===== config.mk =====
export PLATFORM = sky130hd
export DESIGN_NAME = raster_scanner
export DESIGN_NICKNAME = d
export VERILOG_FILES = /design/src/pixel_pkg.sv /design/src/blob_pkg.sv /design/src/raster_scanner.sv
export VERILOG_INCLUDE_DIRS = /design/src /design/src/src
export SDC_FILE = /design/constraint.sdc
export NUM_CORES = 1
export LEC_CHECK = 0
export BUFFER_PORTS_ARGS = -buffer_cell sky130_fd_sc_hd__buf_2
export CORE_ASPECT_RATIO = 1.5
export CORE_UTILIZATION = 35
export CTS_BUF_LIST = sky130_fd_sc_hd__clkbuf_2
export DETAILED_ROUTE_END_ITERATION = 8
export GPL_ROUTABILITY_DRIVEN = 0
export PLACE_DENSITY = 0.7
export SYNTH_ARGS = -nofsm -noshare
export SYNTH_HDL_FRONTEND = slang
export SYNTH_SLANG_ARGS = --single-unit
export TNS_END_PERCENT = 30

===== constraint.sdc =====
create_clock -name clk -period 1.8 [get_ports clk]
set_input_delay 0.09 -clock clk [delete_from_list [all_inputs] [get_ports clk]]
set_output_delay 0.09 -clock clk [all_outputs]
set_load 0.01 [all_outputs]

===== src/zebra_params.svh =====
`ifndef ZEBRA_PARAMS_SVH
`define ZEBRA_PARAMS_SVH

// ==========================================================
// Frame geometry
// ==========================================================
`define ZD_IMG_WIDTH        32
`define ZD_IMG_HEIGHT       24

// Highest provisional label, label 0 is background
`define ZD_MAX_LABEL        15

// ==========================================================
// Detection thresholds
// ==========================================================
// Grey value at or above this is white
`define ZD_WHITE_THRESHOLD  180

// Inclusive area window for a stripe
`define ZD_MIN_BLOB_AREA    6
`define ZD_MAX_BLOB_AREA    120

// Stripes needed to call it a crossing
`define ZD_MIN_BLOBS        3

`endif


===== src/pixel_pkg.sv =====
`default_nettype none

`include "zebra_params.svh"

package pixel_pkg;

    typedef logic [7:0] pixel_t;
    typedef logic [$clog2(`ZD_IMG_WIDTH)-1:0] x_t;
    typedef logic [$clog2(`ZD_IMG_HEIGHT)-1:0] y_t;

    // Raster address, row * width + column
    typedef logic [$clog2(`ZD_IMG_WIDTH * `ZD_IMG_HEIGHT)-1:0] pix_addr_t;

    // Scanner output, value comes straight from the frame memory
    typedef struct packed {
        logic   valid;
        x_t     x;
        y_t     y;
        logic   last;
        pixel_t value;
    } pix_beat_t;

    // Classifier output
    typedef struct packed {
        logic valid;
        x_t   x;
        y_t   y;
        logic last;
        logic white;
    } class_beat_t;

endpackage

`default_nettype wire


===== src/blob_pkg.sv =====
`default_nettype none

`include "zebra_params.svh"

package blob_pkg;

    // Provisional label, 0 means background
    typedef logic [$clog2(`ZD_MAX_LABEL + 1)-1:0] label_t;

    // Enough for every pixel of the frame
    typedef logic [$clog2(`ZD_IMG_WIDTH * `ZD_IMG_HEIGHT + 1)-1:0] area_t;

    typedef logic [4:0] blob_cnt_t;

    // Labeler output stream
    typedef struct packed {
        logic   valid;
        logic   last;
        label_t label;
    } label_beat_t;

    // ==========================================================
    // Stage state machines
    // ==========================================================
    typedef enum logic [1:0] {
        scan_idle,
        scan_run,
        scan_drain
    } scan_state_t;

    typedef enum logic [1:0] {
        decide_idle,
        decide_sweep,
        decide_report
    } decide_state_t;

endpackage

`default_nettype wire


===== src/raster_scanner.sv =====
`timescale 1ns/1ns
`default_nettype none

`include "zebra_params.svh"

module raster_scanner
    import pixel_pkg::*, blob_pkg::*;
(
    input  wire logic   clk,
    input  wire logic   rst_n,
    input  wire logic   start,
    input  wire logic   done,
    output logic        busy,
    output logic        scan_start,
    output pix_addr_t   rd_addr,
    input  wire pixel_t rd_data,
    output pix_beat_t   beat
);

    scan_state_t state;
    x_t          x_pos;
    y_t          y_pos;

    // Position of the pixel now on rd_data
    logic beat_valid;
    x_t   beat_x;
    y_t   beat_y;
    logic beat_last;

    logic at_row_end;
    logic at_frame_end;

    assign at_row_end   = (x_pos == x_t'(`ZD_IMG_WIDTH - 1));
    assign at_frame_end = at_row_end && (y_pos == y_t'(`ZD_IMG_HEIGHT - 1));

    assign rd_addr = pix_addr_t'(y_pos) * pix_addr_t'(`ZD_IMG_WIDTH) + pix_addr_t'(x_pos);
    assign busy    = (state != scan_idle);

    // ==========================================================
    // Control and address generation
    // ==========================================================
    always_ff @(posedge clk or negedge rst_n) begin
        if (!rst_n) begin
            state      <= scan_idle;
            x_pos      <= '0;
            y_pos      <= '0;
            scan_start <= 1'b0;
            beat_valid <= 1'b0;
            beat_x     <= '0;
            beat_y     <= '0;
            beat_last  <= 1'b0;
        end else begin
            scan_start <= 1'b0;
            beat_valid <= 1'b0;
            case (state)
                scan_idle: begin
                    if (start) begin
                        x_pos      <= '0;
                        y_pos      <= '0;
                        scan_start <= 1'b1;
                        state      <= scan_run;
                    end
                end
                scan_run: begin
                    beat_valid <= 1'b1;
                    beat_x     <= x_pos;
                    beat_y     <= y_pos;
                    beat_last  <= at_frame_end;
                    if (at_frame_end) begin
                        state <= scan_drain;
                    end else if (at_row_end) begin
                        x_pos <= '0;
                        y_pos <= y_pos + 1'b1;
                    end else begin
                        x_pos <= x_pos + 1'b1;
                    end
                end
                // Pipeline still busy downstream
                scan_drain: begin
                    if (done) begin
                        state <= scan_idle;
                    end
                end
                default: state <= scan_idle;
            endcase
        end
    end

    always_comb begin
        beat.valid = beat_valid;
        beat.x     = beat_x;
        beat.y     = beat_y;
        beat.last  = beat_last;
        beat.value = rd_data;
    end

endmodule

`default_nettype wire


# After elaboration in Yosys (flattened, before gate mapping)
# Index checks and enable logic that the tools add are counted.
[op_classes]
add_sub_neg = 3
eq_ne = 9
n_mux = 14
n_reduce_logical = 7
[ops]
columns = ["operator", "n"]
rows = [
  ["two-way mux 5 bit", 5],
  ["one-hot mux 5 bit (2 select lines)", 2],
  ["adder 10 x 5 -> 10 bit", 1],
  ["adder 5 x 1 -> 5 bit (second input constant)", 2],
  ["equality test 5 bit (second input constant)", 2],
  ["inequality test 2 bit (second input constant)", 5],
  ["two-way mux 2 bit", 3],
  ["one-hot mux 2 bit (3 select lines)", 1],
  ["AND reduction 3 bit", 2],
  ["AND reduction 4 bit", 1],
  ["nonzero test 2 bit", 2],
  ["two-way mux 1 bit", 3],
  ["equality test 2 x 1 -> 1 bit (second input constant)", 1],
  ["equality test 2 bit (second input constant)", 1],
  ["logical NOT 2 bit", 1],
  ["logical AND 1 bit", 1],
]
[totals]
reg_bits = 25
wordCells = 41

# Depth between registers and ports, before layout
[depth]
depth_word = 4
depth_mapped = 7

# Least setup slack after synthesis
# OpenSTA, ideal clock, no wires.
[synth_timing]
kind = "reg2reg"
startpoint = "reg x_pos[0]"
endpoint = "reg x_pos[0]"
setup_time_ps = 125
arrival_ps = 1838
required_ps = 1675
path_slack_ps = -163
path_stages_with_launch = 7
n_path_buf = 0
period_less_slack_ps = 1963
cell_sequence = "dfrtp_1 ha_1 and3_1 ha_1 and3b_4 a41o_4 mux2_4"
[synth_between]
elab_chain_cells = 4
elab_cells_between_ends = 8
classes_between = "1 x add/sub; 2 x eq/ne; 3 x mux; 2 x reduce/logical"
[synth_rtl]
columns = ["item", "line", "source"]
rows = [
  ["start, declared", "raster_scanner.sv:21", "x_t x_pos;"],
  ["start signal, assigned", "raster_scanner.sv:75", "x_pos <= x_pos + 1'b1;"],
  ["adder 5 x 1 -> 5 bit or equality test 5 bit (tied branches)", "raster_scanner.sv:75, raster_scanner.sv:33", ""],
  ["two-way mux 5 bit or logical AND 1 bit (tied branches)", "raster_scanner.sv:71, raster_scanner.sv:34", ""],
  ["two-way mux 5 bit or inequality test 2 bit (tied branches)", "n/a", ""],
  ["one-hot mux 5 bit (2 select lines) or AND reduction 3 bit (tied branches)", "n/a", ""],
]
# Several ways; a longest one is shown, not always the timed one. The select of a mux whose other input is x is not followed.
# A chain may end at the register's enable or synchronous reset.

# Worst setup path in the final report
[layout_timing]
startpoint = "reg x_pos[1]"
endpoint = "reg x_pos[0]"
[layout_between]
elab_chain_cells = 4
elab_cells_between_ends = 7
classes_between = "2 x eq/ne; 3 x mux; 2 x reduce/logical"
[layout_rtl]
columns = ["item", "line", "source"]
rows = [
  ["equality test 5 bit *", "raster_scanner.sv:33", "assign at_row_end = (x_pos == x_t'(`ZD_IMG_WIDTH - 1));"],
  ["two-way mux 5 bit or logical AND 1 bit (tied branches)", "raster_scanner.sv:71, raster_scanner.sv:34", ""],
  ["two-way mux 5 bit or inequality test 2 bit (tied branches)", "n/a", ""],
  ["one-hot mux 5 bit (2 select lines) or AND reduction 3 bit (tied branches)", "n/a", ""],
]
# Every way passes the cells marked *; elsewhere a longest branch is shown, timed or not. The select of a mux whose other input is x is not followed.

==> metrics <==
outcome finished with violations; failing checks negative setup slack; clk_lat worst skew 0.33 ns; Syn. warnings 0; Initial Utilization 0.372; area occupied by multi-input gates 513 um^2; number of diodes 0; Final Core Density 0.450; CP max FO 7; fill cell count 323; share of the yosys chip area belonging to registers 0.522; layout cells sized above 1 0.351; RSZ-0062 raised after global routing yes; chip width 49.8 um; Final WS setup -0.000800 ns; Root Driver clkbuf_2; clock-pin slew on the worst setup and hold paths 0.24 ns; Final nets 170; final hold violation count 0; # DRC 0; relative slew slack 0.636; critical path data arrival time 2.06 ns; min-delay worst type primary input to output pin; clk_skew 0.00224 ns; Starting DRT DRC Count 28; vias in the first global route 911; largest cells by area after synthesis dfrtp_1 52%, nand2_1 13%, buf_4 6.9%; initial antenna violation count 0; Synth top cells by count 42 x nand2_1, 25 x dfrtp_1, 11 x buf_4; WS Path Type register to register; most frequent cell after synthesis nand2_1; CP Launch Type register; IO Pins 44; Max Slew Vio Count 0; crit path to x_pos[0]; Setup-failing EPs final 1; CTS Sinks 25; die area 3670 um^2; register-to-register setup slack -0.0008 ns; Pre-Repair DR Iteration Count 4; final WL 2.41 mm; wire per inst 12.4 um; crit share post-route 1.00; dpl hpwl 1.75 mm; Fmax 555 MHz; largest net degree at the start of global routing 26; syn_nets 142; GR Overflow Total 0; FF+latch count, synth 25; Num CTS Buffers 3; H-tree depth 1; Worst Setup End Kind register; post-synth top area share 0.522; first-pass GRT wire length 4.16 mm; PortBufs 27; asr flop ratio synth 1.00; max-cap violations 0; Max Buffers Root-to-Sink 2; Crit. Startpoint x_pos[1]; slew of the pin with the lowest slew margin 0.546 ns; number of flops mapped to enable cells by yosys 0; Die Height 73.7 um; Pwr Density 1370 nW/um^2; sum of negative setup slack -0.000800 ns; Vias 949; Max rail drop VDD 0.538 mV; area grow syn2layout 20.9%; CTS tree built; GRT Overall Usage 0.152; Reg2Reg Depth 6; core area 3220 um^2; Yosys top cell by area dfrtp_1; via/cell ratio 4.89; minimum clock period 1.80 ns; number of distinct library cells after synthesis 29; Reg-to-Reg End x_pos[0]; mean area per synthesized cell 9.44 um^2; Reg2Reg Launch Point x_pos[1]; Leak Pwr 0.726 nW; Post-Syn Area 1200 um^2; Reg area 628 um^2; Mapped Cells 127; Rows 25; ANT nets after route 0; WP data required 2.06 ns; Primary FF master, synth dfrtp_1
stage by stage:
step | std cells | cell area (um^2) | power, mW | worst slack, ns | hold slack (ns)
2_1_floorplan | 127 | 1230 | 1.36 | 0.0225 | -0.206
3_3_place_gp | 186 | 1370 | 1.68 | 0.0758 | 0.103
3_5_place_dp | 186 | 1370 | 1.73 | 0.0239 | 0.115
4_1_cts | 194 | 1420 | 1.96 | 0.00178 | 0.180
5_1_grt | 194 | 1450 | 2.14 | -0.0374 | 0.180
6_report | 194 | 1450 | 1.98 | -0.000800 | 0.180
state kept, by name, summed over array words and instances, names as in the netlist:
name and flops:
beat_x 5, beat_y 5, x_pos 5, y_pos 5, state 2, beat_last 1
beat_valid 1, scan_start 1
critical path: stages (launching register included):
cell,delay (ns)
dfrtp_2,0.48
ha_4,0.17
and3_4,0.18
ha_4,0.17
and3b_4,0.19
a41o_4,0.27
mux2_4,0.27
layout by cell type, fill, tap and decap left out, types with 2 or more instances in the layout:
master / synthesis / final
nand2_1: 42 / 42
nand4_1: 3 / 3
o21ai_1: 2 / 2
o21ai_0: 6 / 4
o2bb2ai_1: 2 / 2
dfrtp_2: 0 / 2
dfrtp_1: 25 / 23
buf_2: 2 / 27
nand3_1: 2 / 2
a21oi_1: 3 / 3
nor2_1: 5 / 5
ha_4: 0 / 2
inv_1: 3 / 3
buf_4: 11 / 7
clkbuf_2: 0 / 4
o21ai_2: 0 / 2
dlygate4sd3_1: 0 / 3
cell type report:
class | count | area share
Clock buffer | 4 | 0.0138
Timing Repair Buffer | 37 | 0.150
Tap cell | 40 | 0.0345
Multi-Input combinational cell | 84 | 0.354
Sequential cell | 25 | 0.434
Inverter | 4 | 0.0138
power breakdown:
group / leakage (nW) / internal, mW / switching, mW
logic: 0.409 / 0.412 / 0.427
registers: 0.301 / 0.751 / 0.165
clock network: 0.0166 / 0.0587 / 0.168
total: 0.726 / 1.22 / 0.761
timing repair:
| item | 4_1_cts | 5_1_grt |
|---|---|---|
| pin swaps | 1 | 2 |
| hold endpoints to repair | 27 | 0 |
| buffers inserted | 1 | 0 |
| hold buffers | 3 | 0 |
| setup endpoints to repair | 1 | 7 |
| resized for setup | 0 | 8 |
logic make-up after synthesis:
| family | count (synthesis) | share of synthesized area |
|---|---|---|
| and+or+nand+nor | 60 | 0.219 |
| buffers and inverters | 18 | 0.0971 |
| AOI/OAI and AO/OA | 19 | 0.110 |
| muxes | 2 | 0.0209 |
| DFF | 25 | 0.522 |
| adders and majority gates | 3 | 0.0313 |
metal layers:
metal | part of all wire | vias up | GRT usage
met5 | 0 | - | 0
met4 | 0.021 | 0 | 0.0952
met3 | 0.053 | 4 | 0.0290
met2 | 0.50 | 30 | 0.254
met1 | 0.42 | 449 | 0.177
li1 | - | 466 | -
worst min path at each step:
| stage | startpoint | to | slack, ns | cells after the start |
|---|---|---|---|---|
| floorplan | rst_n | beat_last | -0.21 | 0 |
| global placement | rst_n | beat_x[0] | 0.10 | 1 |
| detailed placement | rst_n | beat_x[0] | 0.12 | 1 |
| CTS | rd_data[4] | beat[4] | 0.18 | 0 |
| global route | rd_data[5] | beat[5] | 0.18 | 0 |
| finish | rd_data[2] | beat[2] | 0.18 | 0 |
Power figures use the tool's default switching activity.
