$ cat src/zebra_params.svh
`ifndef ZEBRA_PARAMS_SVH
`define ZEBRA_PARAMS_SVH

// ==========================================================
// Frame geometry
// ==========================================================
`define ZD_IMG_WIDTH        32
`define ZD_IMG_HEIGHT       24

// Highest provisional label, label 0 is background
`define ZD_MAX_LABEL        15

// ==========================================================
// Detection thresholds
// ==========================================================
// Grey value at or above this is white
`define ZD_WHITE_THRESHOLD  180

// Inclusive area window for a stripe
`define ZD_MIN_BLOB_AREA    6
`define ZD_MAX_BLOB_AREA    120

// Stripes needed to call it a crossing
`define ZD_MIN_BLOBS        3

`endif

$ cat src/blob_pkg.sv
`default_nettype none

`include "zebra_params.svh"

package blob_pkg;

    // Provisional label, 0 means background
    typedef logic [$clog2(`ZD_MAX_LABEL + 1)-1:0] label_t;

    // Enough for every pixel of the frame
    typedef logic [$clog2(`ZD_IMG_WIDTH * `ZD_IMG_HEIGHT + 1)-1:0] area_t;

    typedef logic [4:0] blob_cnt_t;

    // Labeler output stream
    typedef struct packed {
        logic   valid;
        logic   last;
        label_t label;
    } label_beat_t;

    // ==========================================================
    // Stage state machines
    // ==========================================================
    typedef enum logic [1:0] {
        scan_idle,
        scan_run,
        scan_drain
    } scan_state_t;

    typedef enum logic [1:0] {
        decide_idle,
        decide_sweep,
        decide_report
    } decide_state_t;

endpackage

`default_nettype wire

$ cat src/blob_area_accum.sv
`timescale 1ns/1ns
`default_nettype none

`include "zebra_params.svh"

module blob_area_accum
    import blob_pkg::*;
(
    input  wire logic        clk,
    input  wire logic        rst_n,
    input  wire logic        scan_start,
    input  wire label_beat_t in_beat,
    output logic             frame_end,
    input  wire label_t      sweep_label,
    output area_t            sweep_area,
    input  wire label_t      area_label,
    output area_t            area_value
);

    // Entry 0 is background and never counts up
    area_t area_cnt [0:`ZD_MAX_LABEL];

    logic count_en;

    assign count_en = in_beat.valid && (in_beat.label != '0);

    // ==========================================================
    // Area counters
    // ==========================================================
    always_ff @(posedge clk or negedge rst_n) begin
        if (!rst_n) begin
            for (int i = 0; i <= `ZD_MAX_LABEL; i++) begin
                area_cnt[i] <= '0;
            end
        end else if (scan_start) begin
            for (int i = 0; i <= `ZD_MAX_LABEL; i++) begin
                area_cnt[i] <= '0;
            end
        end else if (count_en) begin
            area_cnt[in_beat.label] <= area_cnt[in_beat.label] + 1'b1;
        end
    end

    // Last beat has been counted by the time this is seen
    always_ff @(posedge clk or negedge rst_n) begin
        if (!rst_n) begin
            frame_end <= 1'b0;
        end else begin
            frame_end <= in_beat.valid && in_beat.last;
        end
    end

    // Read ports
    assign sweep_area = area_cnt[sweep_label];
    assign area_value = area_cnt[area_label];

endmodule

`default_nettype wire

$ cat config.mk
export PLATFORM = sky130hd
export DESIGN_NAME = blob_area_accum
export DESIGN_NICKNAME = d
export VERILOG_FILES = /design/src/blob_pkg.sv /design/src/blob_area_accum.sv
export VERILOG_INCLUDE_DIRS = /design/src /design/src/src
export SDC_FILE = /design/constraint.sdc
export NUM_CORES = 1
export LEC_CHECK = 0
export BUFFER_PORTS_ARGS = -buffer_cell sky130_fd_sc_hd__buf_2
export CAP_MARGIN = 30
export CORE_UTILIZATION = 30
export DETAILED_ROUTE_END_ITERATION = 10
export GPL_TIMING_DRIVEN = 0
export HOLD_SLACK_MARGIN = 0.15
export MAX_ROUTING_LAYER = met4
export PLACE_DENSITY_LB_ADDON = 0.1
export SETUP_SLACK_MARGIN = 0.02
export SLEW_MARGIN = 40
export SYNTH_ARGS = -nofsm -noshare
export SYNTH_HDL_FRONTEND = slang
export SYNTH_SLANG_ARGS = --single-unit
$ cat constraint.sdc
create_clock -name clk -period 3.2 [get_ports clk]
set_input_delay 0.64 -clock clk [delete_from_list [all_inputs] [get_ports clk]]
set_output_delay 0.64 -clock clk [all_outputs]
set_load 0.02 [all_outputs]
After elaboration in Yosys (flattened, before gate mapping)
Cells that the tools add are included.

operators by class
  $lt $le $gt $ge = 4
  mux-type cells = 14
  bitwise gates (word level) = 3
  reduce and logical (&&, ||, !) cells = 5
  $add $sub $neg = 1

operators by type and width
  cell                                                                          count
  160-bit two-way mux                                                           2
  160-bit bitwise mux                                                           1
  10-bit binary-select mux with 4-bit select                                    3
  10-bit two-way mux                                                            7
  10-bit demux with 4-bit select                                                1
  5-bit >= comparator, second input constant                                    3
  4-bit NOT with 5-bit output                                                   3
  10-bit by 1-bit adder with 10-bit output, second input constant               1
  5-bit by 1-bit less-than comparator with 1-bit output, second input constant  1
  4-bit nonzero test                                                            1
  1-bit logical AND                                                             3
  2-bit nonzero test                                                            1

word-level totals
  input bits = 17
  bits in registers = 161
  output and inout port bits = 21
  word-level logic and storage cells = 44

Logic depth before layout (Yosys ltp)
Gate-level depths: netlist of run 1.

  word-level depth = 8
  depth in mapped cells = 13
  gate-level depth less buffers = 9

Least setup slack after synthesis of run 1
OpenSTA, ideal clock, no wires.

  path kind = input -> register
  start point = input port in_beat[0] (netlist name)
  end point = register area_cnt[112] (netlist name)
  stages = 12
  arrival time = 3033 ps
  library setup time = 86 ps
  buffers on the path = 4
  setup slack = 81 ps
  cell sequence = buf_6 > buf_6 > mux4_2 > a22o_1 > nor2_1 > inv_1 > clkbuf_1 > ha_1 > xor2_1 > clkbuf_1 > nor2_1 > nor3_1

between the ends
  word-level cells in the longest chain between the ends = 8
  elaborated cells on any way between the ends = 16

RTL lines
  item                                                                                               RTL line               text
  start, declared                                                                                    blob_area_accum.sv:12  input wire label_beat_t in_beat,
  4-bit NOT with 5-bit output (implied by the code)                                                  blob_area_accum.sv:40  area_cnt[in_beat.label] <= area_cnt[in_beat.label] + 1'b1;
  10-bit binary-select mux with 4-bit select (tied with other cells)                                 blob_area_accum.sv:40
  10-bit two-way mux (implied by the code) / 1-bit logical AND (equally long branches)               blob_area_accum.sv:40
  10-bit two-way mux (implied by the code)                                                           blob_area_accum.sv:40
  10-bit by 1-bit adder with 10-bit output / 10-bit demux with 4-bit select (equally long branches)  blob_area_accum.sv:40
  160-bit bitwise mux                                                                                blob_area_accum.sv:40
  160-bit two-way mux                                                                                blob_area_accum.sv:39  end else if (count_en) begin
  160-bit two-way mux                                                                                blob_area_accum.sv:35  end else if (scan_start) begin
  end signal, assigned by index                                                                      blob_area_accum.sv:40
  end, declared                                                                                      blob_area_accum.sv:21  area_t area_cnt [0:`ZD_MAX_LABEL];

Parallel ways exist; a longest one is shown, timed or not. The select of a mux whose other input is x is not followed.
A chain may end at the register's enable or synchronous reset.

Worst setup path in the final report of run 1
Same ends and word-level chain as after synthesis.

==> results of run 1 <==
[worst max-delay path: stages]
cell    delay [ps]
buf_6          190
buf_12         170
mux4_2         500
a22o_1         210
nor2_1         110
inv_1          160
buf_2          240
ha_2           250
xor2_2         390
buf_2          350
nor2_1          80
nor3_1         130
[power groups by stage]
stage          registers (W)  logic (W)  clock network, W
2_1_floorplan        0.00209   0.000229                 0
3_3_place_gp         0.00209   0.000391                 0
3_5_place_dp         0.00209   0.000415                 0
4_1_cts              0.00205   0.000426           0.00229
5_1_grt              0.00205   0.000454           0.00237
6_report             0.00205   0.000426           0.00225
[repair_timing]
action,CTS,global route
hold buffers,1,0
endpoints found under the setup margin,123,56
pin swaps,2,2
buffers inserted,2,8
gates resized for setup,29,7
gates cloned,0,0
endpoints found under the hold margin,44,0
[placed cells by master, fill, tap and decap left out, drive strengths merged, types with 3 or more instances in the layout]
cell type	Yosys	layout
mux4	142	142
o21ai	112	112
dfrtp	161	161
a32o	3	3
buf	27	65
nor3	10	10
a22o	24	24
clkinv	0	3
nand3	3	3
nor2b	12	12
bufinv	0	5
xor2	4	4
clkbuf	31	52
a22oi	14	14
and2	7	7
a21oi	14	14
nor2	26	26
a211oi	7	7
nand2	143	143
xnor2	4	4
[cell type report]
type | instances | share of cell area (%)
tap | 402 | 4.45
clock inverter | 10 | 1.63
clock buffer | 21 | 3.99
sequential | 161 | 35.7
inverter | 1 | 0.0332
timing repair buffer | 39 | 2.59
multi-input combinational | 541 | 48.2
buffer | 58 | 3.37
[flip-flops by register name, indices dropped and copies added, names as in the netlist]
| name | cells |
|---|---|
| frame_end | 1 |
| area_cnt | 160 |
[final timing paths]
| check | slack [ps] | endpoint | cells after the start |
|---|---|---|---|
| setup / recovery | 130 | area_cnt[112] | 12 |
| hold / removal | 420 | frame_end | 2 |
| setup reg to reg | 200 | area_cnt[112] | 10 |
| hold reg to reg | 520 | area_cnt[73] | 2 |
| max in group asynchronous | 1540 | area_cnt[22] | 4 |
| min in group asynchronous | 670 | area_cnt[135] | 2 |
[metal layers]
metal,GRT usage [%],routed length [microns],vias up
met4,6.64,630,0
met1,28.6,14200,3881
met3,3.19,1870,38
met5,-,0,-
li1,-,-,3055
met2,35.5,16900,283
[metrics by stage]
stage	cells	instance area, sq um	hold WS [ps]
finish	1233	11300	422
global route	1233	11300	426
CTS	1225	11200	422
detailed placement	1191	10400	513
global placement	1189	10300	490
floorplan	761	9660	344
[cell families after synthesis]
| family | count (synthesis) | synth area share (%) |
|---|---|---|
| simple gates | 213 | 9.52 |
| compound gates | 175 | 11.1 |
| flops | 161 | 41.7 |
| mux | 144 | 33.3 |
| buf+inv | 59 | 2.98 |
| xor+xnor | 8 | 1.23 |
| fa+ha+maj | 1 | 0.130 |
==> results.md, run 1 <==
- Sum Neg Setup Slack: 0 ps
- Vias: between 7000 and 8000
- Crit. Startpoint: in_beat[0]
- Pre-CTS setup slack: -1130 ps
- Largest net degree at the start of global routing: a little over 60
- Ant. Diodes: 0
- Initial antenna violation count: 0
- Clock sinks: approximately 160
- Max-Cap Viols: 0
- Hold path startpoint: in_beat[4]
- Gate power share: roughly 9%
- Critical Path Fanout Max: 10
- Pwr/cell area: 419 mW/mm^2
- Max_slew headroom: a little under half
- Kind of critical path: input port to register
- Core Rows: 65
- Syn Area/Cell: between 10 and 15 sq um
- F_max: between 300 and 400 MHz
- Clock Power Share: 47.6%
- Flop pwr share: between 40% and 50%
- Startpoint types: input port
- First drt pass iteration count: 5
- Clock slew at reported path FFs: 60 ps
- DRC viols: 0
- First-pass GRT wire length: ~50 mm
- Post-route clock skew: between 10 and 15 ps
- Die H: ~180 microns
- Status: finished clean
- Starting Density: 30.5%
- Internal power: approximately 0.0036 W
- Grt total ovfl: 0
- Worst Max-Slew Pin Slew: between 700 and 800 ps
- Area delta synth->final: 16.9%
- CTS tree: done
- WP data required: 3560 ps
- Yosys top cell area share: between 40% and 50%
- Period utilization: 96.0%
- Post-synth EDFFs: 0
- Async SR Flop Fraction: 100%
- Synthesized area: around 0.0097 sq mm
- Net Sw Frac: about a quarter
- Synth top cells by count: dfrtp_1, mux4_2, nand2_1
- Final core utilization: between 30 and 40%
- Final Net Count: ~840
- Hold Violations, Final: 0
- Final setup violation count: 0
- Filler cell count: ~3100
- Vias/cell: between 5 and 6
- Worst r2r src: area_cnt[150]
- Arr. time, crit path: approximately 3400 ps
- Mapped Nets: between 700 and 800
- Ranking of synthesized cells by area: dfrtp_1, mux4_2, nand2_1
- Post-layout min period: slightly above 3000 ps
- CP endpoint kind: register
- RePlAce Congestion: ~0.9
- Sw power: approximately 0.0011 W
- Max H-tree Level: 4
- CTS max path bufs: 2
- Leakage: 4.47 nW
- Ys flop type: dfrtp_1
- Register area: approximately 0.004 sq mm
- Port Buffers: 26
- Die area: roughly 0.033 sq mm
- Clk Latency, worst-skew pair: 440 ps
- Share of layout cells above drive strength 1: 34.2%
- Core area: 0.0316 sq mm
- Syn Inst Count: approximately 760
- First-iteration detailed-routing DRC count: 769
- Global-route usage over all layers: 21.9%
- Most common cell in the netlist: dfrtp_1
- Worst hold path type: input port to register
- Multi-input gate area: between 0.005 and 0.006 sq mm
- Root buffer cell: clkbuf_16
- Detailed placer's ending HPWL: ~27 mm
- Routed wire length: ~34 mm
- Die width: 181 microns
- Pwr Total: 0.00473 W
- Drt wl/cell: roughly 27 microns
- Slew Viols, Final: 0
- Register area share after synthesis: 41.7%
- I/O pins: 38
- Yosys top cell by area: dfrtp_1
- Register bit total from synthesis: ~160
- IR drop worst, VDD: approximately 0.00033 V
- RSZ-0062 raised after global routing: no
- Routed Antenna Nets: 0
- PnR worst setup slack: 127 ps
- Number of global-route vias before repair: roughly 7500
- Num CTS Buffers: 17
- Yosys cell types: 42
- YS warnings: 0
Note: power is estimated with default switching activity, not from simulation.
==> inputs of run 2 (changes only) <==
- BUFFER_PORTS_ARGS: -buffer_cell sky130_fd_sc_hd__buf_2 -> -buffer_cell sky130_fd_sc_hd__clkbuf_2
- RECOVER_POWER: not set -> 50
==> results.md, run 2 (synthesized netlist as in run 1, its figures left out) <==
- Met3 Resource Use GR: 3.77%
- RePlAce Congestion: around 0.94
- Worst Max-Slew Pin Slew: approximately 1200 ps
- Starting Density: 30.5%
- F_max: between 300 and 400 MHz
- Worst r2r src: area_cnt[150]
- Sum Neg Setup Slack: 0 ps
- Slew Viols, Final: 0
- Ant. Diodes: 0
- Period utilization: between 90 and 100%
- Root buffer cell: clkbuf_16
- Max_slew headroom: 17.6%
- Post-layout min period: a little over 3000 ps
- Final core utilization: between 30% and 40%
- Hold depth: 2
- CTS max path bufs: 2
- Drt wl/cell: about 27 microns
- Startpoint types: input port
- Reg2reg path depth: 11
- RSZ-0062 raised after global routing: yes
- DRC viols: 0
- Vias: 7254
- Critical Path Slowest Stage Cell: mux4_2
- CP peak stage delay: ~600 ps
- Routed Antenna Nets: 0
- Largest net degree at the start of global routing: between 60 and 70
- Largest reg by FF count: area_cnt
- Clk Latency, worst-skew pair: 460 ps
- Core area: 0.0316 sq mm
- Die width: roughly 180 microns
- Largest regs: area_cnt x160, frame_end x1
- Pwr/cell area: ~430 mW/mm^2
- Die area: 0.0329 sq mm
- Filler cell count: 3037
- Vias/cell: roughly 5.9
- CP endpoint kind: primary output
- Max-Cap Viols: 0
- Cells along the critical path: clkbuf_2 -> buf_4 -> mux4_2 -> mux4_2 -> clkbuf_2
- Clock slew at reported path FFs: about 60 ps
- Area delta synth->final: 17.1%
- Status: finished clean
- I/O pins: 38
- First-iteration detailed-routing DRC count: ~740
- CP bufs+invs: 3
- Initial antenna violation count: 0
- Register area: slightly above 0.004 sq mm
- Clock sinks: approximately 160
- Met1 Usage GRT: between 20% and 30%
- Grt peak-use layer: met2
- R2R Path End: area_cnt[94]
- Hold Violations, Final: 0
- WP data required: ~2600 ps
- Hold path startpoint: in_beat[4]
- Worst Hold End: frame_end
- Final setup violation count: 0
- Post-route clock skew: approximately 23 ps
- Multi-input gate area: 0.00547 sq mm
- CTS tree: done
- Worst hold path type: input port to register
- Critical Path Fanout Max: 10
- Num CTS Buffers: 17
- Max H-tree Level: 4
- Max FFs per register: 160
- R2r setup slk: 200 ps
- Kind of critical path: input port to primary output
- IR drop worst, VDD: 0.000312 V
- Core Rows: between 60 and 70
- First-pass GRT wire length: 50.9 mm
- Cell family contributing the most delay on the critical path: multiplexers
- Share of layout cells above drive strength 1: approximately a third
- Final Net Count: ~840
- Detailed placer's ending HPWL: 26.6 mm
- Routed wire length: around 34 mm
- GR Layer Usage met2: approximately a third
- Grt total ovfl: 0
- Arr. time, crit path: around 2500 ps
- Die H: around 180 microns
- Number of global-route vias before repair: about 7400
- Most frequent cells in the layout: dfrtp_1, mux4_2, nand2_1, o21ai_0, clkbuf_2
- Global-route usage over all layers: between 20% and 30%
- First drt pass iteration count: 5
- Leakage: around 4.5 nW
- Commonest non-fill, non-tap cell in the layout: dfrtp_1
- Port Buffers: 26
==> run 2: cell types whose count changed in the layout (fill, tap and decap cells not counted), moves of 2 or more <==
| cell | delta |
|---|---|
| buf_2 | -27 |
| clkbuf_2 | +26 |
| nor2_1 | -2 |
| nor2_2 | +2 |
==> run 2: cell type report <==
| type | instances | share of cell area, % |
|---|---|---|
| inverter | 1 | 0.0332 |
| clock buffer | 21 | 4.07 |
| multi-input combinational | 541 | 48.3 |
| sequential | 161 | 35.6 |
| timing repair buffer | 38 | 2.23 |
| clock inverter | 10 | 1.83 |
| buffer | 58 | 3.43 |
| tap | 402 | 4.45 |
==> run 2: metal layers <==
metal | vias to the layer above | share of wire [%]
met5 | - | 0
met3 | 50 | 5.1
met1 | 3854 | 43
li1 | 3066 | -
met2 | 284 | 50
met4 | 0 | 1.6
==> run 2: timing repair <==
| action | 4_1_cts | 5_1_grt |
|---|---|---|
| setup buffers | 0 | 9 |
| hold buffers | 1 | 0 |
| endpoints found under the setup margin | 122 | 46 |
| endpoints found under the hold margin | 12 | 0 |
| pin swaps | 2 | 2 |
| gates resized for setup | 31 | 9 |
==> run 2: worst max path at each step <==
stage | from | endpoint | cells after the start
2_1_floorplan | in_beat[0] | area_cnt[112] | 12
6_report | sweep_label[0] | sweep_area[4] | 5
4_1_cts | area_label[0] | area_value[4] | 5
5_1_grt | in_beat[0] | area_cnt[57] | 12
3_3_place_gp | rst_n | area_cnt[42] | 1
3_5_place_dp | in_beat[1] | area_cnt[112] | 12
==> run 2: per-stage QoR <==
step	instance area [sq um]	setup slack (ps)	hold slack [ps]	std cells	total power [W]
final	11300	106	411	1232	0.00485
after global routing	11300	4.85	408	1232	0.00501
after CTS	11200	20.1	407	1223	0.00488
after detailed placement	10400	-1200	505	1191	0.00250
after global placement	10300	-1540	490	1189	0.00248
after floorplan	9660	80.8	344	761	0.00231
==> run 2: power breakdown <==
| group | leakage (nW) | switching (W) | internal [W] | total (W) |
|---|---|---|---|---|
| logic | 1.88 | 0.000289 | 0.000135 | 0.000424 |
| registers | 2.25 | 0.00000670 | 0.00204 | 0.00205 |
| clock network | 0.323 | 0.000882 | 0.00150 | 0.00238 |
