File: src/zebra_params.svh
`ifndef ZEBRA_PARAMS_SVH
`define ZEBRA_PARAMS_SVH

// ==========================================================
// Frame geometry
// ==========================================================
`define ZD_IMG_WIDTH        32
`define ZD_IMG_HEIGHT       24

// Highest provisional label, label 0 is background
`define ZD_MAX_LABEL        15

// ==========================================================
// Detection thresholds
// ==========================================================
// Grey value at or above this is white
`define ZD_WHITE_THRESHOLD  180

// Inclusive area window for a stripe
`define ZD_MIN_BLOB_AREA    6
`define ZD_MAX_BLOB_AREA    120

// Stripes needed to call it a crossing
`define ZD_MIN_BLOBS        3

`endif

File: src/pixel_pkg.sv
`default_nettype none

`include "zebra_params.svh"

package pixel_pkg;

    typedef logic [7:0] pixel_t;
    typedef logic [$clog2(`ZD_IMG_WIDTH)-1:0] x_t;
    typedef logic [$clog2(`ZD_IMG_HEIGHT)-1:0] y_t;

    // Raster address, row * width + column
    typedef logic [$clog2(`ZD_IMG_WIDTH * `ZD_IMG_HEIGHT)-1:0] pix_addr_t;

    // Scanner output, value comes straight from the frame memory
    typedef struct packed {
        logic   valid;
        x_t     x;
        y_t     y;
        logic   last;
        pixel_t value;
    } pix_beat_t;

    // Classifier output
    typedef struct packed {
        logic valid;
        x_t   x;
        y_t   y;
        logic last;
        logic white;
    } class_beat_t;

endpackage

`default_nettype wire

File: src/blob_pkg.sv
`default_nettype none

`include "zebra_params.svh"

package blob_pkg;

    // Provisional label, 0 means background
    typedef logic [$clog2(`ZD_MAX_LABEL + 1)-1:0] label_t;

    // Enough for every pixel of the frame
    typedef logic [$clog2(`ZD_IMG_WIDTH * `ZD_IMG_HEIGHT + 1)-1:0] area_t;

    typedef logic [4:0] blob_cnt_t;

    // Labeler output stream
    typedef struct packed {
        logic   valid;
        logic   last;
        label_t label;
    } label_beat_t;

    // ==========================================================
    // Stage state machines
    // ==========================================================
    typedef enum logic [1:0] {
        scan_idle,
        scan_run,
        scan_drain
    } scan_state_t;

    typedef enum logic [1:0] {
        decide_idle,
        decide_sweep,
        decide_report
    } decide_state_t;

endpackage

`default_nettype wire

File: src/white_classifier.sv
`timescale 1ns/1ns
`default_nettype none

`include "zebra_params.svh"

module white_classifier
    import pixel_pkg::*, blob_pkg::*;
(
    input  wire logic      clk,
    input  wire logic      rst_n,
    input  wire logic      scan_start,
    input  wire pix_beat_t in_beat,
    output class_beat_t    out_beat,
    output area_t          white_count
);

    logic is_white;

    assign is_white = (in_beat.value >= pixel_t'(`ZD_WHITE_THRESHOLD));

    always_ff @(posedge clk or negedge rst_n) begin
        if (!rst_n) begin
            out_beat    <= '0;
            white_count <= '0;
        end else begin
            out_beat.valid <= in_beat.valid;
            out_beat.x     <= in_beat.x;
            out_beat.y     <= in_beat.y;
            out_beat.last  <= in_beat.last;
            out_beat.white <= is_white;
            // New frame restarts the count
            if (scan_start) begin
                white_count <= '0;
            end else if (in_beat.valid && is_white) begin
                white_count <= white_count + 1'b1;
            end
        end
    end

endmodule

`default_nettype wire

File: config.mk
export PLATFORM = sky130hd
export DESIGN_NAME = white_classifier
export DESIGN_NICKNAME = d
export VERILOG_FILES = /design/src/pixel_pkg.sv /design/src/blob_pkg.sv /design/src/white_classifier.sv
export VERILOG_INCLUDE_DIRS = /design/src /design/src/src
export SDC_FILE = /design/constraint.sdc
export NUM_CORES = 1
export LEC_CHECK = 0
export BUFFER_PORTS_ARGS = -buffer_cell sky130_fd_sc_hd__buf_2
export CAP_MARGIN = 20
export CORE_UTILIZATION = 42
export CTS_CLUSTER_DIAMETER = 200
export CTS_CLUSTER_SIZE = 28
export DETAILED_ROUTE_END_ITERATION = 10
export PLACE_DENSITY_LB_ADDON = 0.15
export SLEW_MARGIN = 10
export SYNTH_ARGS = -nofsm -noshare
export SYNTH_HDL_FRONTEND = slang
export SYNTH_SLANG_ARGS = --single-unit
File: constraint.sdc
create_clock -name clk -period 1.8 [get_ports clk]
set_clock_uncertainty 0.2 [all_clocks]
set_input_delay 0 -clock clk [delete_from_list [all_inputs] [get_ports clk]]
set_output_delay 0 -clock clk [all_outputs]
set_load 0.03 [all_outputs]
== After elaboration in Yosys (flattened, before gate mapping) ==
Index checks and enable logic that the tools add are counted.
Cells by class
  muxes and demuxes: 2
  $add $sub $neg: 1
  order comparisons: 1
  reduce and logical (&&, ||, !) cells: 2
Operator list (count)
  $mux 10: 2
  $add 10x1->10 const B: 1
  $ge 8x8->1 const B: 1
  $reduce_bool 2->1: 1
  $logic_and 1x1->1: 1
Storage, ports and cells
  output and inout bits: 23
  bits of input ports: 23
  word-level logic and storage cells: 12
  register bits: 23

== Logic depth before layout (Yosys ltp) ==
Gate-level depths: netlist of run 1.
  word-level depth: 4
  gate-level depth with buffers: 5
  depth with buffers taken out: 5

== Least setup slack after synthesis of run 1 ==
Ideal clock, no wire load.
  path type: register to register
  start point: register white_count[0]
  end point: register white_count[6]
  buffers on the path: 0
  data arrival time: 1.430 ns
  cell stages (with the launch flop): 6
  slack: 0.051 ns
  clock period less this slack: 1.749 ns
  library setup time: 0.119 ns
  required time: 1.481 ns
  cells stage by stage: dfrtp_1 -> ha_1 -> and3_1 -> o211ai_1 -> o21a_1 -> o21ba_2
On the way
  longest elaborated chain between the ends: 3
Ends and longest elaborated chain
  from (decl): RTL line white_classifier.sv:14  | output area_t white_count
  from (signal assigned): RTL line white_classifier.sv:35  | white_count <= white_count + 1'b1;
  $add 10x1->10: RTL line white_classifier.sv:35
  $mux 10: RTL line white_classifier.sv:34  | end else if (in_beat.valid && is_white) begin
  $mux 10: RTL line white_classifier.sv:32  | if (scan_start) begin
No other way between the ends. The select of a mux whose other input is x is not followed.
A chain may end at the register's enable or synchronous reset.

== Worst setup path in the final report of run 1 ==
Ends and elaborated chain as after synthesis.

==> flow_summary.ini, run 1 <==
[worst_setup_path]
worstSetupEndpointType = flop
critPathLaunchType = flop
r2r-start = white_count[0]
cp-startpoint = white_count[0]
reg2reg_to = white_count[6]
r2r_cells = 5
path_class = reg2reg
r2r_slack_ps = 100
crit_fanout = 5
cp_data_arrival_time_ps = 1730
crit_end = white_count[6]
cp_data_required_time_ps = 1830

[floorplan]
ioPinCount = 46
start_util = 0.471
die_w_um = 47.2
core_mm2 = 0.00182
fp.dieH_um = 47.2
fp-row-count = 15
die-area_mm2 = 0.00223

[synthesis]
syn_avg_cell_area_um2 = 13.0
ys_seq_area_frac = 0.672
syn-instance-count = 66
synth.distinct_cells = 22
synth_warnings = 0
ys_ff_latch = 23
synth_nets = 90
netlist_area_um2 = 857

[cts]
cts_max_level = 1
cts_tree = built
numCtsBuffers = 3
clk_latency_ps = 310
cts_sinks = 23
clock_path_buffers = 2
cts_setup_buffers = 0
ctsResizeCount = 0
cts_root_buffer = clkbuf_4
clkTransAtPathRegs_ps = 130

[placement]
dpl.hpwl_mm = 1.31
dp_cells = 133
port_buffers = 43
place_congestion = 0.762
place_area_mm2 = 0.00110

[global_route]
grt_max_degree = 24
grt_pass1_vias = 704
antenna_found_initial = 0
grt_usage = 0.207
grt_pass1_wl_mm = 3.03
gr-total-overflow = 0

[sta]
relSlewSlack = 0.676
worst_pin_slew_ps = 485
tns_ps = 0
setup_violations = 0
slew_violations = 0
max_freq_mhz = 587
hold_viol = 0
min_period_ps = 1700
period_share = 0.947
rsz0062_at_grt = false

[routing]
drt-total-wl_mm = 2.02
via_per_inst = 4.88
antenna_left = 0
wl_per_cell_um = 13.0
drc = 0
vias = 757
drtPass1Iterations = 2
drt_iter0_markers = 4

[power]
leakage_nw = 0.663
power_density_mw_per_mm2 = 703
ir_drop_mv = 0.611
power_w = 0.000921

[cells_and_area]
stdcell_count = 155
diodes = 0
layout-drive-gt1-share = 0.385
final_area_mm2 = 0.00131
nets = 155
fin_util = 0.720
syn_to_final_growth_pct = 52.8
fillers = 147

[flow_run]
max_cap_viol_count = 0

[worst_hold_path]
whs_path_depth = 2
hold_path_class = in2reg

[status]
status = finished, final reports clean
## cell usage after synthesis, drive strengths merged
cell type  instances  area share
a21oi              4       0.023
and2               1      0.0073
and3               1      0.0073
and4               2       0.020
buf                1      0.0044
dfrtp             23        0.67
ha                 1       0.015
mux2i              1       0.012
nand2              3       0.013
nand3              2       0.012
nor2               5       0.022
nor3               1      0.0058
o2111ai            1       0.010
o211a              1       0.012
o211ai             3       0.032
o21a               2       0.018
o21ai              5       0.034
o21ba              1       0.012
or3                4       0.029
xor2               4       0.041
## per-layer routing
layer / share of wire / global-route usage
met1: 0.40 / 0.216
met2: 0.56 / 0.386
met3: 0.024 / 0.0500
met4: 0.015 / 0.0971
met5: 0 / 0
## cell type report
class / count / area [µm²] / share of cell area
repair buffers: 61 / 395 / 0.302
flip-flops and latches: 23 / 576 / 0.439
clock buffers: 3 / 22.5 / 0.0172
clock inverters: 1 / 7.51 / 0.00573
multi-input cells: 42 / 278 / 0.212
well taps: 25 / 31.3 / 0.0239
## flip-flops by register name, summed over array words and instances, names as in the netlist
signal and count:
out_beat 13, white_count 10
## worst min-delay path by stage
stage	endpoint	slack, ps	from
2_1_floorplan	out_beat[0]	-500	rst_n
3_3_place_gp	out_beat[1]	-210	rst_n
3_5_place_dp	out_beat[5]	-210	rst_n
4_1_cts	out_beat[2]	110	in_beat[9]
5_1_grt	out_beat[7]	100	in_beat[14]
6_report	out_beat[11]	110	in_beat[18]
## timing repair
item                                    CTS  global route
hold buffers                             18             0
hold endpoints to repair                 46             0
endpoints found under the setup margin    0             0
## critical path: stages, from the launching register on
cell and delay [ps]:
dfrtp_1 450, ha_1 210, and3_1 210, o211ai_1 160, o21a_1 200, o21ba_2 200
## logic make-up (layout without fill, tap and decap cells)
family | after synthesis | count (layout) | synth area share
DFF | 23 | 23 | 0.672
and+or+nand+nor | 19 | 19 | 0.117
AOI/OAI and AO/OA | 17 | 17 | 0.140
xor gates and xnor gates | 4 | 4 | 0.0409
adders and majority gates | 1 | 1 | 0.0146
muxes | 1 | 1 | 0.0117
buffers and inverters | 1 | 65 | 0.00438
## through the flow
stage,worst slack (ps),hold WS (ps)
floorplan,50.9,-496
global placement,195,-213
detailed placement,160,-207
CTS,88.2,111
global route,2.45,99.2
finish,95.9,113
## report_power, final
| part | leakage (nW) | internal, W | switching [W] |
|---|---|---|---|
| registers | 0.292 | 0.000533 | 0.00000671 |
| clock network | 0.0139 | 0.0000849 | 0.000162 |
| logic | 0.357 | 0.0000586 | 0.0000750 |
| total | 0.663 | 0.000677 | 0.000244 |
## cell usage in the layout (no fill, tap or decap)
cell	instances
clkbuf_4	3
and3_1	1
xor2_1	4
dlygate4sd3_1	18
or3_1	4
o211ai_1	2
o211ai_2	1
o2111ai_1	1
nand3_1	2
nor3_1	1
nand2_1	3
and4_1	2
o21ai_2	1
clkinvlp_4	1
and2_1	1
mux2i_1	1
dfrtp_1	23
o21a_1	2
o21ba_2	1
o21ai_0	4
buf_2	43
o211a_1	1
nor2_1	5
a21oi_1	4
ha_1	1
Power figures use the tool's default switching activity.
==> inputs of run 2 (changes only) <==
HOLD_SLACK_MARGIN = 0.15   (was default)
==> flow_summary.ini, run 2 (synthesized netlist as in run 1, its figures left out) <==
[power]
pwr-share-seq = 0.560
clockPowerShare = 0.261
leakage_nw = 0.747
switching_share = 0.268
p_sw_w = 0.000258
p_int_w = 0.000705
comb_power_share = 0.179
ir_drop_mv = 0.576
power_density_mw_per_mm2 = 643
power_w = 0.000962

[placement]
place_congestion = 0.762
port_buffers = 43
dpl.hpwl_mm = 1.31
pre_cts_ws_ps = 160

[cts]
numCtsBuffers = 3
cts_max_level = 1
cts_root_buffer = clkbuf_4
clock_path_buffers = 2
clkTransAtPathRegs_ps = 130
clk_latency_ps = 320
cts_sinks = 23
cts_tree = built

[global_route]
met2_usage = 0.458
met3_usage = 0.0462
antenna_found_initial = 0
grt_pass1_wl_mm = 3.47
grt_use_met1 = 0.249
busiest_layer = met2
grt_max_degree = 24
gr-total-overflow = 0
grt_pass1_vias = 783
grt_usage = 0.239

[routing]
wl_per_cell_um = 14.2
drtPass1Iterations = 4
drt_iter0_markers = 11
via_per_inst = 4.88
antenna_left = 0
vias = 844
drt-total-wl_mm = 2.45
drc = 0

[worst_setup_path]
r2r-start = white_count[1]
crit_family = buffers and inverters
r2r_cells = 5
critPathLaunchType = input pin
crit_top_cell = dlygate4sd3_1
worst-path-buf-inv = 3
reg2reg_to = white_count[6]
r2r_slack_ps = 110
cp_data_required_time_ps = 1810
cp_data_arrival_time_ps = 1720
worstPathCellList = dlygate4sd3_1 -> buf_2 -> o211a_4 -> o21a_1 -> dlygate4sd3_1
slowest_stage = dlygate4sd3_1
cp-startpoint = in_beat[3]
crit_fanout = 6
max_stage_delay_ps = 570
path_class = in2reg
worstSetupEndpointType = flop

[cells_and_area]
largest_reg_flops = 13
reg_top3 = out_beat (13), white_count (10)
layout_common_cells = buf_2, dlygate4sd3_1, dfrtp_1
nets = 173
fillers = 116
layout_commonest_cell = buf_2
layout-drive-gt1-share = 0.351
diodes = 0
regMostFlops = out_beat
syn_to_final_growth_pct = 74.7

[sta]
slew_violations = 0
fin_hold_ws_ps = 305
relSlewSlack = 0.664
min_period_ps = 1700
setup_ws_ps = 98.0
period_share = 0.946
worst_pin_slew_ps = 504
hold_viol = 0
rsz0062_at_grt = false
setup_violations = 0
tns_ps = 0
max_freq_mhz = 588

[floorplan]
fp.dieH_um = 47.2
ioPinCount = 46
die_w_um = 47.2
fp-row-count = 15
die-area_mm2 = 0.00223
start_util = 0.471
core_mm2 = 0.00182

[worst_hold_path]
hold_path_end = white_count[5]
whs_path_depth = 3
hold_start = scan_start
hold_path_class = in2reg

[flow_run]
max_cap_viol_count = 0

[status]
status = finished, final reports clean
[run 2: timing repair]
item | 4_1_cts | 5_1_grt
setup buffers | 0 | 1
setup endpoints to repair | 0 | 2
endpoints found under the hold margin | 46 | 2
hold buffers | 32 | 3
gates resized for setup | 0 | 2
[run 2: worst register-to-register path: cells and delay by family (launching register included)]
kind                       cells  cell delay, ps
AOI/OAI and AO/OA              3             560
adders and majority gates      1             200
DFF                            1             430
and+or+nand+nor                1             220
[run 2: cell type report]
| cell class | instances | area [µm²] | area share |
|---|---|---|---|
| clock inverters | 1 | 7.51 | 0.00501 |
| well taps | 25 | 31.3 | 0.0209 |
| repair buffers | 79 | 576 | 0.384 |
| flip-flops and latches | 23 | 576 | 0.384 |
| clock buffers | 3 | 22.5 | 0.0150 |
| multi-input cells | 42 | 285 | 0.190 |
[run 2: layer usage]
metal / wire length (µm) / vias to the layer above
li1: - / 401
met1: 935 / 403
met2: 1380 / 34
met3: 85 / 6
met4: 57 / 0
met5: 0 / -
[run 2: power by group through the flow]
stage	Combinational, W	Clock (W)	Sequential, W
2_1_floorplan	0.0000141	0	0.000586
3_3_place_gp	0.000102	0	0.000548
3_5_place_dp	0.000104	0	0.000550
4_1_cts	0.000157	0.000251	0.000539
5_1_grt	0.000184	0.000278	0.000541
6_report	0.000172	0.000251	0.000539
[run 2: stage by stage]
stage               instances   util  instance area, µm²
floorplan                  66      -                 857
global placement          133  0.604                1100
detailed placement        133  0.604                1100
CTS                       169  0.797                1450
global route              173  0.823                1500
finish                    173  0.823                1500
[run 2: worst max-delay path by stage]
| stage | to | slack [ps] | cells past startpoint |
|---|---|---|---|
| global route | white_count[6] | 8 | 5 |
| global placement | white_count[6] | 190 | 5 |
| finish | out_beat[0] | 100 | 5 |
| detailed placement | white_count[6] | 160 | 5 |
| floorplan | white_count[6] | 50 | 5 |
| CTS | white_count[2] | 2 | 7 |
==> inputs of run 3 (changes only) <==
TNS_END_PERCENT = 10   (was default)
clock period = 1.9 ns   (was 1.8 ns; I/O delays follow)
==> flow_summary.ini, run 3 (synthesized netlist as in run 1, its figures left out) <==
[power]
power_density_mw_per_mm2 = 617
power_w = 0.000892
leakage_nw = 0.720
ir_drop_mv = 0.666

[cells_and_area]
diodes = 0
layout-drive-gt1-share = 0.357
reg_top3 = out_beat (13), white_count (10)
nets = 168
syn_to_final_growth_pct = 68.6
fillers = 124
largest_reg_flops = 13
stdcell_count = 168
regMostFlops = out_beat
layout_commonest_cell = buf_2
layout_common_cells = buf_2, dlygate4sd3_1, dfrtp_1
final_area_mm2 = 0.00145

[worst_setup_path]
critPathLaunchType = flop
cp_data_required_time_ps = 1910
cp_data_arrival_time_ps = 1750
reg2reg_to = white_count[6]
crit_fanout = 5
r2r-start = white_count[0]
r2r_slack_ps = 160
path_class = reg2reg
r2r_cells = 5
crit_end = white_count[6]
worstSetupEndpointType = flop
cp-startpoint = white_count[0]

[routing]
drc = 0
antenna_left = 0
drt_iter0_markers = 13
via_per_inst = 4.85
wl_met1_um = 855
top_layer = met4
wl_per_cell_um = 13.0
wl_met3_um = 83
vias = 814
wl_met2_mm = 1.18
drt-total-wl_mm = 2.18
drtPass1Iterations = 4

[placement]
port_buffers = 43
dp_cells = 133
pre_cts_ws_ps = 261
place_area_mm2 = 0.00110
place_congestion = 0.762

[sta]
max_freq_mhz = 574
worst_pin_slew_ps = 306
setup_ws_ps = 156
hold_viol = 0
period_share = 0.918
tns_ps = 0
setup_violations = 0
min_period_ps = 1740
rsz0062_at_grt = false
relSlewSlack = 0.795
slew_violations = 0

[cts]
clkTransAtPathRegs_ps = 140
cts_tree = built
clk_latency_ps = 310
clock_path_buffers = 2
cts_max_level = 1
cts_sinks = 23
cts_root_buffer = clkbuf_4
numCtsBuffers = 3

[floorplan]
fp.dieH_um = 47.2
die_w_um = 47.2
start_util = 0.471
core_mm2 = 0.00182
ioPinCount = 46
fp-row-count = 15
die-area_mm2 = 0.00223

[global_route]
grt_usage = 0.218
gr-total-overflow = 0
grt_pass1_wl_mm = 3.27
grt_max_degree = 24
grt_pass1_vias = 709
antenna_found_initial = 0

[flow_run]
max_cap_viol_count = 0

[worst_hold_path]
hold_path_class = in2reg
whs_path_depth = 5

[status]
status = finished, final reports clean
run 3: cell types whose count changed in the layout (fill, tap and decap cells not counted):
cell	before	now
dlygate4sd3_1	34	30
buf_4	1	0
buf_8	0	1
dlymetal6s4s_1	1	0
o211a_1	0	1
o211a_4	1	0
run 3: how the worst min path moves through the flow:
stage                    start        endpoint  slack (ps)
floorplan                rst_n     out_beat[0]        -500
global placement         rst_n     out_beat[1]        -210
detailed placement       rst_n     out_beat[5]        -200
CTS                 in_beat[5]  white_count[2]         150
global route        in_beat[5]  white_count[8]         210
finish              in_beat[5]  white_count[2]         160
run 3: area by class of cell:
class | count | area (µm²) | share of cell area
clock inverters | 1 | 7.51 | 0.00519
flip-flops and latches | 23 | 576 | 0.398
clock buffers | 3 | 22.5 | 0.0156
well taps | 25 | 31.3 | 0.0216
repair buffers | 74 | 531 | 0.367
multi-input cells | 42 | 278 | 0.192
run 3: worst max-delay path: stages, from the launching register on:
cell and delay [ps]:
dfrtp_1 460, ha_1 210, and3_1 220, o211ai_1 160, o21a_1 200, o21ba_2 200
run 3: through the flow:
step	hold WS, ps	util
after global placement	-213	0.604
after floorplan	-496	-
after detailed placement	-202	0.604
final	165	0.794
after global routing	212	0.794
after CTS	152	0.786
run 3: power by group:
| group | total (W) | leakage [nW] | internal, W | switching (W) |
|---|---|---|---|---|
| registers | 0.000511 | 0.292 | 0.000505 | 0.00000600 |
| logic | 0.000151 | 0.415 | 0.0000746 | 0.0000761 |
| clock network | 0.000230 | 0.0139 | 0.0000800 | 0.000150 |
| total | 0.000892 | 0.720 | 0.000660 | 0.000232 |
run 3: routing by layer:
| metal | GRT usage | up-vias |
|---|---|---|
| met5 | 0 | - |
| met3 | 0.0385 | 6 |
| li1 | - | 392 |
| met4 | 0.0857 | 0 |
| met1 | 0.256 | 383 |
| met2 | 0.394 | 33 |
run 3: timing repair:
action                    CTS  global route
hold buffers               30             0
resized for setup           0             0
setup buffers               0             0
hold endpoints to repair   46             0
